<file path="src/rtl/spi_router_defines.svh">
`ifndef SPI_ROUTER_DEFINES_SVH
`define SPI_ROUTER_DEFINES_SVH

////////////////////
// spi framing
////////////////////

// sck periods in one register bank frame
`define SPI_FRAME_BITS 16

// address byte holds the read-only flag and the register select
`define SPI_ADDR_BITS 8

////////////////////
// board side
////////////////////

// routable peripheral chip selects
`define SPI_PORTS 8

// flops per pin synchronizer, keep at 2 or more
`define SPI_SYNC_STAGES 2

`endif

</file>
<file path="src/rtl/spi_frame_pkg.sv">
`default_nettype none
`include "spi_router_defines.svh"

package spi_frame_pkg;

  // value byte is whatever is left after the address
  localparam int DATA_BITS = `SPI_FRAME_BITS - `SPI_ADDR_BITS;

  // high byte of a frame
  // read_only set means readback only and no commit
  typedef struct packed {
    logic                      read_only;
    logic [`SPI_ADDR_BITS-2:0] reg_sel;
  } frame_addr_t;

  // low byte of a frame
  typedef logic [DATA_BITS-1:0] frame_data_t;

  // whole frame in shift order, address first on the wire
  typedef struct packed {
    frame_addr_t addr;
    frame_data_t data;
  } spi_frame_t;

endpackage

`default_nettype wire

</file>
<file path="src/rtl/board_reg_pkg.sv">
`default_nettype none
`include "spi_router_defines.svh"

package board_reg_pkg;

  ////////////////////
  // register map
  ////////////////////

  // matches the reg_sel field of the address byte
  typedef enum logic [`SPI_ADDR_BITS-2:0] {
    REG_LED = 7,
    REG_MUX = 8,
    REG_DAC = 9
  } reg_sel_e;

  ////////////////////
  // register layouts
  ////////////////////

  // dac control lines, msb first as in the schematic
  typedef struct packed {
    logic uni_bip_b;
    logic uni_bip_a;
    logic dac_rst;
    logic ldac;
  } dac_ctrl_t;

  // one bit per routed peripheral
  typedef logic [`SPI_PORTS-1:0] port_mask_t;

endpackage

`default_nettype wire

</file>
<file path="src/rtl/spi_frontend.sv">
`timescale 1ns/1ns
`default_nettype none
`include "spi_router_defines.svh"

module spi_frontend (
  input  wire  clk,
  input  wire  rst_n,
  input  wire  sck,
  input  wire  cs_n,
  input  wire  mosi,
  input  wire  special_n,
  output logic sck_rise,
  output logic sck_fall,
  output logic frame_start,
  output logic frame_end,
  output logic sel,
  output logic mosi_s
);

  localparam int LAST = `SPI_SYNC_STAGES - 1;

  ////////////////////
  // pin synchronizers
  ////////////////////

  // one chain per pin, new sample enters at bit 0
  logic [LAST:0] sck_sync;
  logic [LAST:0] cs_sync;
  logic [LAST:0] mosi_sync;
  logic [LAST:0] spec_sync;
  logic          sck_q;
  logic          sel_now;

  // idle bus levels so reset looks like no frame
  always_ff @(posedge clk or negedge rst_n)
  begin
    if (!rst_n)
    begin
      sck_sync  <= '0;
      cs_sync   <= '1;
      mosi_sync <= '0;
      spec_sync <= '1;
    end
    else
    begin
      sck_sync  <= {sck_sync[LAST-1:0], sck};
      cs_sync   <= {cs_sync[LAST-1:0], cs_n};
      mosi_sync <= {mosi_sync[LAST-1:0], mosi};
      spec_sync <= {spec_sync[LAST-1:0], special_n};
    end
  end

  // bank only listens while both selects are low
  assign sel_now = ~cs_sync[LAST] & ~spec_sync[LAST];

  ////////////////////
  // edge detect
  ////////////////////

  // pulses registered so they line up with sel and mosi_s
  always_ff @(posedge clk or negedge rst_n)
  begin
    if (!rst_n)
    begin
      sck_q       <= 1'b0;
      sel         <= 1'b0;
      mosi_s      <= 1'b0;
      sck_rise    <= 1'b0;
      sck_fall    <= 1'b0;
      frame_start <= 1'b0;
      frame_end   <= 1'b0;
    end
    else
    begin
      sck_q       <= sck_sync[LAST];
      sel         <= sel_now;
      mosi_s      <= mosi_sync[LAST];
      sck_rise    <= sck_sync[LAST] & ~sck_q;
      sck_fall    <= ~sck_sync[LAST] & sck_q;
      frame_start <= sel_now & ~sel;
      frame_end   <= ~sel_now & sel;
    end
  end

endmodule

`default_nettype wire

</file>
<file path="src/rtl/spi_reg_bank.sv">
`timescale 1ns/1ns
`default_nettype none
`include "spi_router_defines.svh"

module spi_reg_bank (
  input  wire                        clk,
  input  wire                        rst_n,
  input  wire                        sck_rise,
  input  wire                        sck_fall,
  input  wire                        frame_start,
  input  wire                        frame_end,
  input  wire                        sel,
  input  wire                        mosi_s,
  output logic                       sdo,
  output board_reg_pkg::port_mask_t  reg_mux,
  output spi_frame_pkg::frame_data_t reg_led,
  output board_reg_pkg::dac_ctrl_t   reg_dac
);

  import spi_frame_pkg::*;
  import board_reg_pkg::*;

  // one spare bit so an overlong frame can saturate above the frame length
  localparam int               CNT_W     = $clog2(`SPI_FRAME_BITS) + 1;
  localparam logic [CNT_W-1:0] CNT_MAX   = '1;
  localparam logic [CNT_W-1:0] CNT_FRAME = CNT_W'(`SPI_FRAME_BITS);
  localparam logic [CNT_W-1:0] CNT_ADDR  = CNT_W'(`SPI_ADDR_BITS);

  logic [CNT_W-1:0] bit_cnt;
  spi_frame_t       shift_r;
  frame_data_t      rb_r;
  frame_addr_t      rb_addr;
  frame_data_t      rb_value;
  logic             commit_ok;

  ////////////////////
  // frame capture
  ////////////////////

  // saturating count of sck rising edges in this frame
  always_ff @(posedge clk or negedge rst_n)
  begin
    if (!rst_n)
      bit_cnt <= '0;
    else if (frame_start)
      bit_cnt <= '0;
    else if (sck_rise && sel && bit_cnt != CNT_MAX)
      bit_cnt <= bit_cnt + 1'b1;
  end

  // msb first with the new bit into lsb
  always_ff @(posedge clk)
  begin
    if (frame_start)
      shift_r <= '0;
    else if (sck_rise && sel)
      shift_r <= {shift_r[`SPI_FRAME_BITS-2:0], mosi_s};
  end

  ////////////////////
  // readback
  ////////////////////

  // after eight bits the address byte sits in the low half
  assign rb_addr = shift_r.data;

  // unknown selects read back as zero
  always_comb
  begin
    case (rb_addr.reg_sel)
      REG_LED: rb_value = reg_led;
      REG_MUX: rb_value = frame_data_t'(reg_mux);
      REG_DAC: rb_value = frame_data_t'(reg_dac);
      default: rb_value = '0;
    endcase
  end

  // zeros during the address byte
  // load on the fall after the 8th rise and shift one bit per later fall
  always_ff @(posedge clk or negedge rst_n)
  begin
    if (!rst_n)
      rb_r <= '0;
    else if (frame_start)
      rb_r <= '0;
    else if (sck_fall && sel)
    begin
      if (bit_cnt == CNT_ADDR)
        rb_r <= rb_value;
      else
        rb_r <= {rb_r[DATA_BITS-2:0], 1'b0};
    end
  end

  assign sdo = rb_r[DATA_BITS-1];

  ////////////////////
  // register file
  ////////////////////

  // exact length and not a read-only frame
  assign commit_ok = frame_end && (bit_cnt == CNT_FRAME) && !shift_r.addr.read_only;

  always_ff @(posedge clk or negedge rst_n)
  begin
    if (!rst_n)
    begin
      reg_mux <= '0;
      reg_led <= '0;
      reg_dac <= '0;
    end
    else if (commit_ok)
    begin
      case (shift_r.addr.reg_sel)
        REG_LED: reg_led <= shift_r.data;
        REG_MUX: reg_mux <= port_mask_t'(shift_r.data);
        // dac keeps only its four control bits
        REG_DAC: reg_dac <= shift_r.data[$bits(dac_ctrl_t)-1:0];
        // unknown select writes nothing
        default: ;
      endcase
    end
  end

endmodule

`default_nettype wire

</file>
<file path="src/rtl/spi_route.sv">
`timescale 1ns/1ns
`default_nettype none
`include "spi_router_defines.svh"

module spi_route (
  input  wire                       cs_n,
  input  wire                       special_n,
  input  wire                       mosi,
  input  wire                       sck,
  input  wire board_reg_pkg::port_mask_t reg_mux,
  input  wire                       sdo,
  input  wire board_reg_pkg::port_mask_t periph_miso,
  output wire board_reg_pkg::port_mask_t periph_cs_n,
  output wire                       periph_sck,
  output wire                       periph_mosi,
  output wire                       miso
);

  import board_reg_pkg::*;

  ////////////////////
  // chip selects
  ////////////////////

  // special low means the bank owns the bus
  // every peripheral stays deselected so none sees the frame
  assign periph_cs_n = special_n ? (~reg_mux | {`SPI_PORTS{cs_n}}) : '1;

  ////////////////////
  // clock and data out
  ////////////////////

  // shared by all peripherals, gating is by chip select only
  assign periph_sck  = sck;
  assign periph_mosi = mosi;

  ////////////////////
  // miso return
  ////////////////////

  // OR of the enabled lines
  // no tri-state on the board so masked lines must not leak through
  assign miso = special_n ? |(reg_mux & periph_miso) : sdo;

endmodule

`default_nettype wire

</file>
<file path="src/rtl/spi_router_top.sv">
`timescale 1ns/1ns
`default_nettype none

module spi_router_top (
  input  wire                            clk,
  input  wire                            rst_n,
  input  wire                            sck,
  input  wire                            cs_n,
  input  wire                            mosi,
  input  wire                            special_n,
  input  wire board_reg_pkg::port_mask_t periph_miso,
  output wire                            miso,
  output wire board_reg_pkg::port_mask_t periph_cs_n,
  output wire                            periph_sck,
  output wire                            periph_mosi,
  output wire [1:0]                      led,
  output wire                            dac_ldac,
  output wire                            dac_rst,
  output wire                            dac_uni_bip_a,
  output wire                            dac_uni_bip_b
);

  import spi_frame_pkg::*;
  import board_reg_pkg::*;

  // frontend pulses and levels in the clk domain
  logic sck_rise;
  logic sck_fall;
  logic frame_start;
  logic frame_end;
  logic sel;
  logic mosi_s;

  // bank outputs
  logic        sdo;
  port_mask_t  reg_mux;
  frame_data_t reg_led;
  dac_ctrl_t   reg_dac;

  ////////////////////
  // register bank path
  ////////////////////

  spi_frontend i_frontend (
    .clk         (clk),
    .rst_n       (rst_n),
    .sck         (sck),
    .cs_n        (cs_n),
    .mosi        (mosi),
    .special_n   (special_n),
    .sck_rise    (sck_rise),
    .sck_fall    (sck_fall),
    .frame_start (frame_start),
    .frame_end   (frame_end),
    .sel         (sel),
    .mosi_s      (mosi_s)
  );

  spi_reg_bank i_reg_bank (
    .clk         (clk),
    .rst_n       (rst_n),
    .sck_rise    (sck_rise),
    .sck_fall    (sck_fall),
    .frame_start (frame_start),
    .frame_end   (frame_end),
    .sel         (sel),
    .mosi_s      (mosi_s),
    .sdo         (sdo),
    .reg_mux     (reg_mux),
    .reg_led     (reg_led),
    .reg_dac     (reg_dac)
  );

  ////////////////////
  // routing, no clock
  ////////////////////

  spi_route i_route (
    .cs_n        (cs_n),
    .special_n   (special_n),
    .mosi        (mosi),
    .sck         (sck),
    .reg_mux     (reg_mux),
    .sdo         (sdo),
    .periph_miso (periph_miso),
    .periph_cs_n (periph_cs_n),
    .periph_sck  (periph_sck),
    .periph_mosi (periph_mosi),
    .miso        (miso)
  );

  // only two leds fitted
  assign led = reg_led[1:0];

  // dac control pins straight from the register fields
  assign dac_ldac      = reg_dac.ldac;
  assign dac_rst       = reg_dac.dac_rst;
  assign dac_uni_bip_a = reg_dac.uni_bip_a;
  assign dac_uni_bip_b = reg_dac.uni_bip_b;

endmodule

`default_nettype wire

</file>
<file path="config.mk">
export PLATFORM = sky130hd
export DESIGN_NAME = spi_router_top
export DESIGN_NICKNAME = d
export VERILOG_FILES = /design/src/rtl/spi_frame_pkg.sv /design/src/rtl/board_reg_pkg.sv /design/src/rtl/spi_frontend.sv /design/src/rtl/spi_reg_bank.sv /design/src/rtl/spi_route.sv /design/src/rtl/spi_router_top.sv
export VERILOG_INCLUDE_DIRS = /design/src /design/src/rtl
export SDC_FILE = /design/constraint.sdc
export NUM_CORES = 1
export LEC_CHECK = 0
export BUFFER_PORTS_ARGS = -buffer_cell sky130_fd_sc_hd__buf_2
export CORE_AREA = 2 2 108 110
export DETAILED_ROUTE_END_ITERATION = 8
export DIE_AREA = 0 0 110 112
export GPL_TIMING_DRIVEN = 0
export PLACE_DENSITY = 0.42
export SETUP_SLACK_MARGIN = 0.05
export SYNTH_ARGS = -nofsm -noshare
export SYNTH_HDL_FRONTEND = slang
export SYNTH_SLANG_ARGS = --single-unit
</file>
<file path="constraint.sdc">
create_clock -name clk -period 3.7 [get_ports clk]
set_clock_uncertainty 0.05 [all_clocks]
set_input_delay 0.37 -clock clk [delete_from_list [all_inputs] [get_ports clk]]
set_output_delay 0.37 -clock clk [all_outputs]
set_load 0.01 [all_outputs]
</file>
# Word level (Yosys, flattened, before mapping)
# Cells that the tools add are included.
# totals
out_inout_bits,17
ff_bits,64
elab_cells,66
# op_classes
mux,8
n_reduce_logical,12
add_sub_neg,1
eq_ne,9
bitwise_logic,14
# ops
cell,n
$mux W8,4
$eq A7 B4 Y1 const B,4
$pmux W8 S3,1
$eq A7 B3 Y1 const B,2
$mux W5,2
$and A8 B8 Y8,1
$not A8 Y8,1
$or A8 B8 Y8,1
$reduce_or A8 Y1,1
$not A1 Y1,6
$reduce_and A2 Y1,3
$add A5 B1 Y5 const B,1
$and A1 B1 Y1,5
$eq A5 B4 Y1 const B,1
$eq A5 B5 Y1 const B,1
$logic_and A1 B1 Y1,5
$ne A5 B5 Y1 const B,1
$reduce_bool A2 Y1,2
$logic_not A1 Y1,1
$mux W1,1

# Logic depth before layout (Yosys ltp)
# Gate-level depths: netlist (run 1).
# depth
depth_word,5
ltp_mapped,8
ltp_nobuf,7

# Hierarchy
# From an unflattened synthesis (run 1), not the netlist that was laid out.
# unflattened
hier_cells,248
area_unflattened_um2,2864.0
# modules_own_cells
module,area_per_inst_um2,cells_each,seq_area_each_um2,instances
spi_reg_bank,2333.5,210,1146.1,1
spi_frontend,416.6,20,380.4,1
spi_route,113.9,18,0.0,1

# Worst setup path before layout (run 1)
# Ideal clock, no wire load.
# synth_timing
kind,reg2reg
startpoint,reg i_reg_bank.bit_cnt[0]
endpoint,reg i_reg_bank.reg_led[1]
period_less_slack_ps,1822
setup_ps,127
required_ps,3523
path_slack_ps,1878
path_stages_with_launch,8
arrival_ps,1645
cell_sequence,dfrtp_1 -> inv_1 -> ha_1 -> nand4b_1 -> nor4_4 -> and3_1 -> buf_4 -> mux2_1
# synth_between
elab_chain_cells,4
# synth_rtl
element,line_no,source
from (decl),spi_reg_bank.sv:29,logic [CNT_W-1:0] bit_cnt;
from (signal assigned),spi_reg_bank.sv:48,bit_cnt <= bit_cnt + 1'b1;
$eq A5 B5 Y1,spi_reg_bank.sv:102,assign commit_ok = frame_end && (bit_cnt == CNT_FRAME) && !shift_r.addr.read_only;
$logic_and A1 B1 Y1 (2 in a row),spi_reg_bank.sv:102,
$reduce_and A2 Y1 (no source line),n/a,
to (signal assigned),spi_reg_bank.sv:115,REG_LED: reg_led <= shift_r.data;
to (decl),spi_reg_bank.sv:16,"output spi_frame_pkg::frame_data_t reg_led,"
# No other way between the ends.
# A chain may end at the register's enable or synchronous reset.

# Final worst setup path (run 1)
# layout_timing
startpoint,reg i_reg_bank.reg_mux[0]
endpoint,out miso
# layout_between
elab_chain_cells,3
# layout_rtl
element,line_no,source
from (decl),spi_reg_bank.sv:15,"output board_reg_pkg::port_mask_t reg_mux,"
from (signal assigned),spi_reg_bank.sv:116,REG_MUX: reg_mux <= port_mask_t'(shift_r.data);
$and A8 B8 Y8,spi_route.sv:43,assign miso = special_n ? |(reg_mux & periph_miso) : sdo;
$reduce_or A8 Y1,spi_route.sv:43,
$mux W1,spi_route.sv:43,
to (decl),spi_router_top.sv:12,"output wire miso,"
# No other way between the ends.

==> results of run 1 <==
flip-flops by register name, summed over array words and instances, names as in the netlist, 2 cells and up:
name and flops:
i_frontend.mosi_sync 2, i_frontend.spec_sync 2, i_frontend.cs_sync 2, i_reg_bank.reg_mux 8, i_frontend.sck_sync 2, i_reg_bank.bit_cnt 5, i_reg_bank.rb_addr 8, i_reg_bank.reg_led 8
i_reg_bank.reg_dac 4, i_reg_bank.rb_r 8, i_reg_bank.shift_r 8
metrics by stage:
| step | instance area [sq um] | instances | setup slack [ns] | power, mW | util [%] |
|---|---|---|---|---|---|
| after detailed placement | 3060 | 418 | 1.68 | 0.790 | 27.4 |
| after floorplan | 2730 | 245 | 1.88 | 0.757 | - |
| after global routing | 3320 | 434 | 1.50 | 1.57 | 29.7 |
| after global placement | 3060 | 418 | 1.71 | 0.789 | 27.4 |
| final | 3320 | 434 | 1.62 | 1.52 | 29.7 |
| after CTS | 3320 | 434 | 1.56 | 1.54 | 29.7 |
where the power goes:
| group | switching (mW) | leakage [nW] | total [mW] | internal, mW |
|---|---|---|---|---|
| Clock | 0.292 | 0.126 | 0.741 | 0.450 |
| Combinational | 0.0344 | 0.597 | 0.0520 | 0.0176 |
| Sequential | 0.0108 | 0.766 | 0.723 | 0.712 |
| Total | 0.337 | 1.49 | 1.52 | 1.18 |
kinds of logic after synthesis:
group | Yosys count | synth area share, %
AO/OA/AOI/OAI | 52 | 12.8
XOR/XNOR | 3 | 0.962
adder cells (fa/ha/maj) | 3 | 1.37
buffers and inverters | 17 | 3.07
flip-flops | 64 | 55.9
multiplexers | 20 | 8.25
AND/OR/NAND/NOR | 86 | 17.7
cells in the final DEF, fill, tap and decap left out, drive strengths merged, types with 2 or more instances in the layout:
cell type,netlist,layout
a21oi,25,25
a221oi,2,2
a22o,6,6
a22oi,4,4
a31oi,2,2
and2,2,2
and3,10,10
and3b,3,3
buf,6,36
clkbuf,8,20
clkinv,0,3
dfrtp,44,44
dfstp,4,4
dfxtp,16,16
ha,3,3
inv,3,3
mux2,20,20
nand2,44,44
nor2,7,7
nor2b,5,5
nor3,2,2
nor3b,3,3
o2bb2ai,11,11
or3,3,3
xor2,2,2
layout make-up:
cell class / count / area, sq um
plain buffers: 14 / 72.6
well taps: 143 / 179
clock inverters: 4 / 22.5
inverters: 3 / 11.3
fillers: 1165 / 7860
flip-flops and latches: 64 / 1530
clock buffers: 12 / 236
multi-input cells: 164 / 1120
repair buffers: 30 / 150
routing by layer:
layer | routed length (um) | up-vias | global-route usage, %
met1 | 3120 | 957 | 15.1
met2 | 2750 | 27 | 16.4
met4 | 125 | 0 | 5.32
li1 | - | 958 | -
met5 | 0 | - | 0
met3 | 183 | 11 | 2.11
worst max-delay path, stage by stage (launching register included):
cell and delay, ns:
dfrtp_1 0.40, a22o_1 0.21, a221oi_1 0.42, a31oi_1 0.14
buf_2 0.16
how the worst min path moves through the flow:
stage	endpoint	slack (ns)	depth (start not counted)
after floorplan	i_frontend.frame_end	0.02	0
after global placement	i_frontend.mosi_s	0.29	0
after detailed placement	i_frontend.sck_sync[1]	0.29	0
after CTS	i_frontend.mosi_sync[0]	0.11	1
after global routing	i_frontend.mosi_sync[0]	0.11	1
final	i_frontend.mosi_sync[0]	0.12	1
==> qor.csv, run 1 <==
metric;value;unit
status;complete, no violations;
synth.avg_cell_area;11.1;sq um
cts_setup_buffers;0;
clock.fmax;0.480;GHz
maxSlewHeadroom;26.2;%
endpoint;miso;
synthTopCellsByCount;dfrtp_1 (44), nand2_1 (44), a21oi_1 (25);
grt_util_all_layers;11.0;%
num_io_pins;31;
antenna_cells;0;
reg2reg_depth;7;
cts.clk_slew.worst_paths;0.06;ns
antenna_found_initial;0;
drive_above_1_share;22.7;%
dp_hpwl;4.31;mm
ys_warn_count;0;
ys.flop_type;dfrtp_1;
io_buffers;30;
cp-end-kind;primary output;
hp-class;in -> reg;
fin_nets;303;
cts_max_path_buffers;2;
rsz0062_at_grt;no;
drc;0;
netlist_area;2730;sq um
avgViaCountPerCell;4.50;
cts_tree;done;
startpoint_type;flip-flop;
hold_buffers;0;
synth.area.top_cells;dfrtp_1 (40%), dfxtp_1 (12%), nand2_1 (6.0%), mux2_1 (5.8%), a21oi_1 (4.6%);
gr-total-overflow;0;
setup_viol;0;
regToRegEndpoint;i_reg_bank.reg_led[1];
grt_start_max_net_pins;49;
root_buffer;clkbuf_16;
rrSetupSlack;1.68;ns
ys_seq_elements;64;
grt_pass1_vias;1899;
crit_type;reg -> out;
whs;0.117;ns
start_util;24.4;%
htreeDepth;3;
hold_start;mosi;
die_height;112;um
arrival;1.66;ns
fp.dieArea;12300;sq um
finalCriticalPeriod;2.08;ns
ys_seq_area_share;55.9;%
place_congestion;0.707;
crit_start;i_reg_bank.reg_mux[0];
powerDensity;457;nW/um^2
area_delta_synth_final;21.5;%
row_count;39;
num_vias;1953;
postSynthCellCount;245;
die_w;110;um
crit_fanout;4;
maxCapViolCount;0;
cts-buffers-inserted;9;
cts-resized-gates;0;
ant_nets;0;
hold_viol_final;0;
worstMarginPinSlew;1.11;ns
postSynth.asyncResetShare;75.0;%
drt_first_pass_iters;4;
synth_edf_count;0;
drt_iter0_markers;119;
grt_pass1_wl;10.2;mm
cts.sinks;64;
p_leak;1.49;nW
wirelength;6.18;mm
crit_required;3.28;ns
syn_nets;262;
reg2reg_from;i_reg_bank.bit_cnt[0];
wire_per_inst;14.2;um
slew_violations;0;
min_period_over_period;56.3;%
yosys.area.top_type;dfrtp_1;
ir_worst_vdd;0.204;mV
core;11200;sq um
fin_setup_tns;0;ns
synthDistinctLibCells;39;
yosysTopAreaCellShare;40.3;%
clk_latency;0.32;ns
Power figures use the tool's default switching activity.
==> run 2, diff against run 1 <==
Clock period 3.7 ns to 2.1 ns, I/O delays scaled along.
==> run 2 against run 1 <==
Compared with the run above:
- final cell count grew 0.69%
- sequential share of layout area shrank 0.63 points
- die area is the same
- final area grew 1.4%
- register-to-register slack lost 1.5 ns
- routed wire length grew 0.21%
- clock power grew 77%
- critical path depth is the same
- via count grew 0.67%
- hold slack lost 0.066 ns
- critical path type unchanged
==> qor.csv, run 2 (synthesis gave the netlist of run 1 again) <==
metric;value;unit
root_buffer;clkbuf_16;
p_comb_share;3.6;%
clk_latency;0.32;ns
p_leak;1.50;nW
antenna_found_initial;0;
crit_fanout;4;
start_util;24.4;%
cts.clk_slew.worst_paths;0.06;ns
gr-total-overflow;0;
powerDensity;796;nW/um^2
fin_setup_tns;0;ns
num_io_pins;31;
place_congestion;0.707;
maxCapViolCount;0;
min_period_over_period;91.8;%
num_vias;1966;
dp_hpwl;4.31;mm
crit_type;reg -> out;
antenna_cells;0;
num-fill-cells;1163;
setup_slack;0.172;ns
slowest_stage;a221oi_1;
pwr-share-clk;48.8;%
die_height;112;um
drc;0;
slew_violations;0;
fin_nets;306;
ir_worst_vdd;0.361;mV
drt_iter0_markers;115;
switching_share;22.3;%
grt_pass1_wl;10.2;mm
internal_power;2.08;mW
critical_path.cell_chain;a22o_1 > a221oi_1 > a31oi_1 > buf_2;
wire_per_inst;14.2;um
core;11200;sq um
row_count;39;
hp-class;in -> async;
grt_pass1_vias;1913;
setup_viol;0;
wirelength;6.19;mm
multiInputGateArea;1130;sq um
rsz0062_at_grt;no;
maxSlewHeadroom;25.6;%
cts_max_path_buffers;2;
cts-buffers-inserted;9;
startpoint_type;flip-flop;
slowest_delay;0.42;ns
avgViaCountPerCell;4.50;
worstMarginPinSlew;1.12;ns
netSwitchingPower;0.596;mW
hold_viol_final;0;
layout_common_cells;nand2_1 (44), dfrtp_1 (44), buf_2 (31);
finalCriticalPeriod;1.93;ns
drt_first_pass_iters;6;
arrival;1.67;ns
die_w;110;um
seqCellArea;1530;sq um
fp.dieArea;12300;sq um
crit_required;1.84;ns
clock.fmax;0.519;GHz
cp-end-kind;primary output;
seq_power_share;47.6;%
drive_above_1_share;22.4;%
status;complete, no violations;
io_buffers;30;
grt_start_max_net_pins;49;
ant_nets;0;
htreeDepth;3;
area_delta_synth_final;23.2;%
cts.sinks;64;
cts_tree;done;
grt_util_all_layers;11.0;%
pre_cts_slack;0.0802;ns
## run 2: per-layer routing
| metal | GRT usage [%] | vias up | wire (um) |
|---|---|---|---|
| li1 | - | 967 | - |
| met1 | 15.1 | 967 | 3160 |
| met2 | 16.5 | 24 | 2760 |
| met3 | 2.11 | 8 | 163 |
| met4 | 5.32 | 0 | 107 |
| met5 | 0 | - | 0 |
## run 2: final timing paths
kind                                        startpoint                      to  slack, ns  cells past startpoint
worst max register to register   i_reg_bank.bit_cnt[0]   i_reg_bank.reg_led[1]       0.17                      7
max in group asynchronous                        rst_n     i_frontend.sck_rise       1.26                      1
worst min-delay path                             rst_n   i_reg_bank.reg_dac[1]       0.05                      1
worst max-delay path             i_reg_bank.reg_mux[0]                    miso       0.17                      4
min in group clk                i_frontend.sck_sync[0]  i_frontend.sck_sync[1]       0.30                      0
worst min register to register  i_frontend.sck_sync[0]  i_frontend.sck_sync[1]       0.30                      0
## run 2: cell type report
class                      count  area share [%]
inverter                       3           0.335
timing repair buffer          34            5.65
multi-input combinational    164            33.5
clock buffer                  12            7.03
sequential                    64            45.4
buffer                        13            2.16
clock inverter                 4           0.669
tap                          143            5.32
## run 2: power groups by stage
stage | sequential (mW) | clock, mW | combinational (mW)
after floorplan | 1.29 | 0 | 0.0454
after global placement | 1.30 | 0 | 0.0953
after detailed placement | 1.30 | 0 | 0.0959
after CTS | 1.27 | 1.34 | 0.102
after global routing | 1.28 | 1.39 | 0.112
final | 1.27 | 1.31 | 0.0971
## run 2: timing repair
item,CTS,global route
resized for setup,0,2
endpoints found under the hold margin,4,0
setup endpoints to repair,0,24
hold buffers,4,0
buffers inserted,0,0
## run 2: critical path, delay by kind of cell, from the launching register on
kind	cells	cell delay, ns
flip-flops	1	0.40
buffers and inverters	1	0.16
AO/OA/AOI/OAI	3	0.78
## run 2: through the flow
step	instances	instance area, sq um	power, mW	hold WS [ns]	utilization (%)
floorplan	245	2730	1.33	-0.136	-
global placement	418	3060	1.39	0.285	27.4
detailed placement	418	3060	1.39	0.286	27.4
CTS	438	3360	2.72	0.108	30.1
global route	437	3370	2.78	0.169	30.1
finish	437	3370	2.68	0.0506	30.1
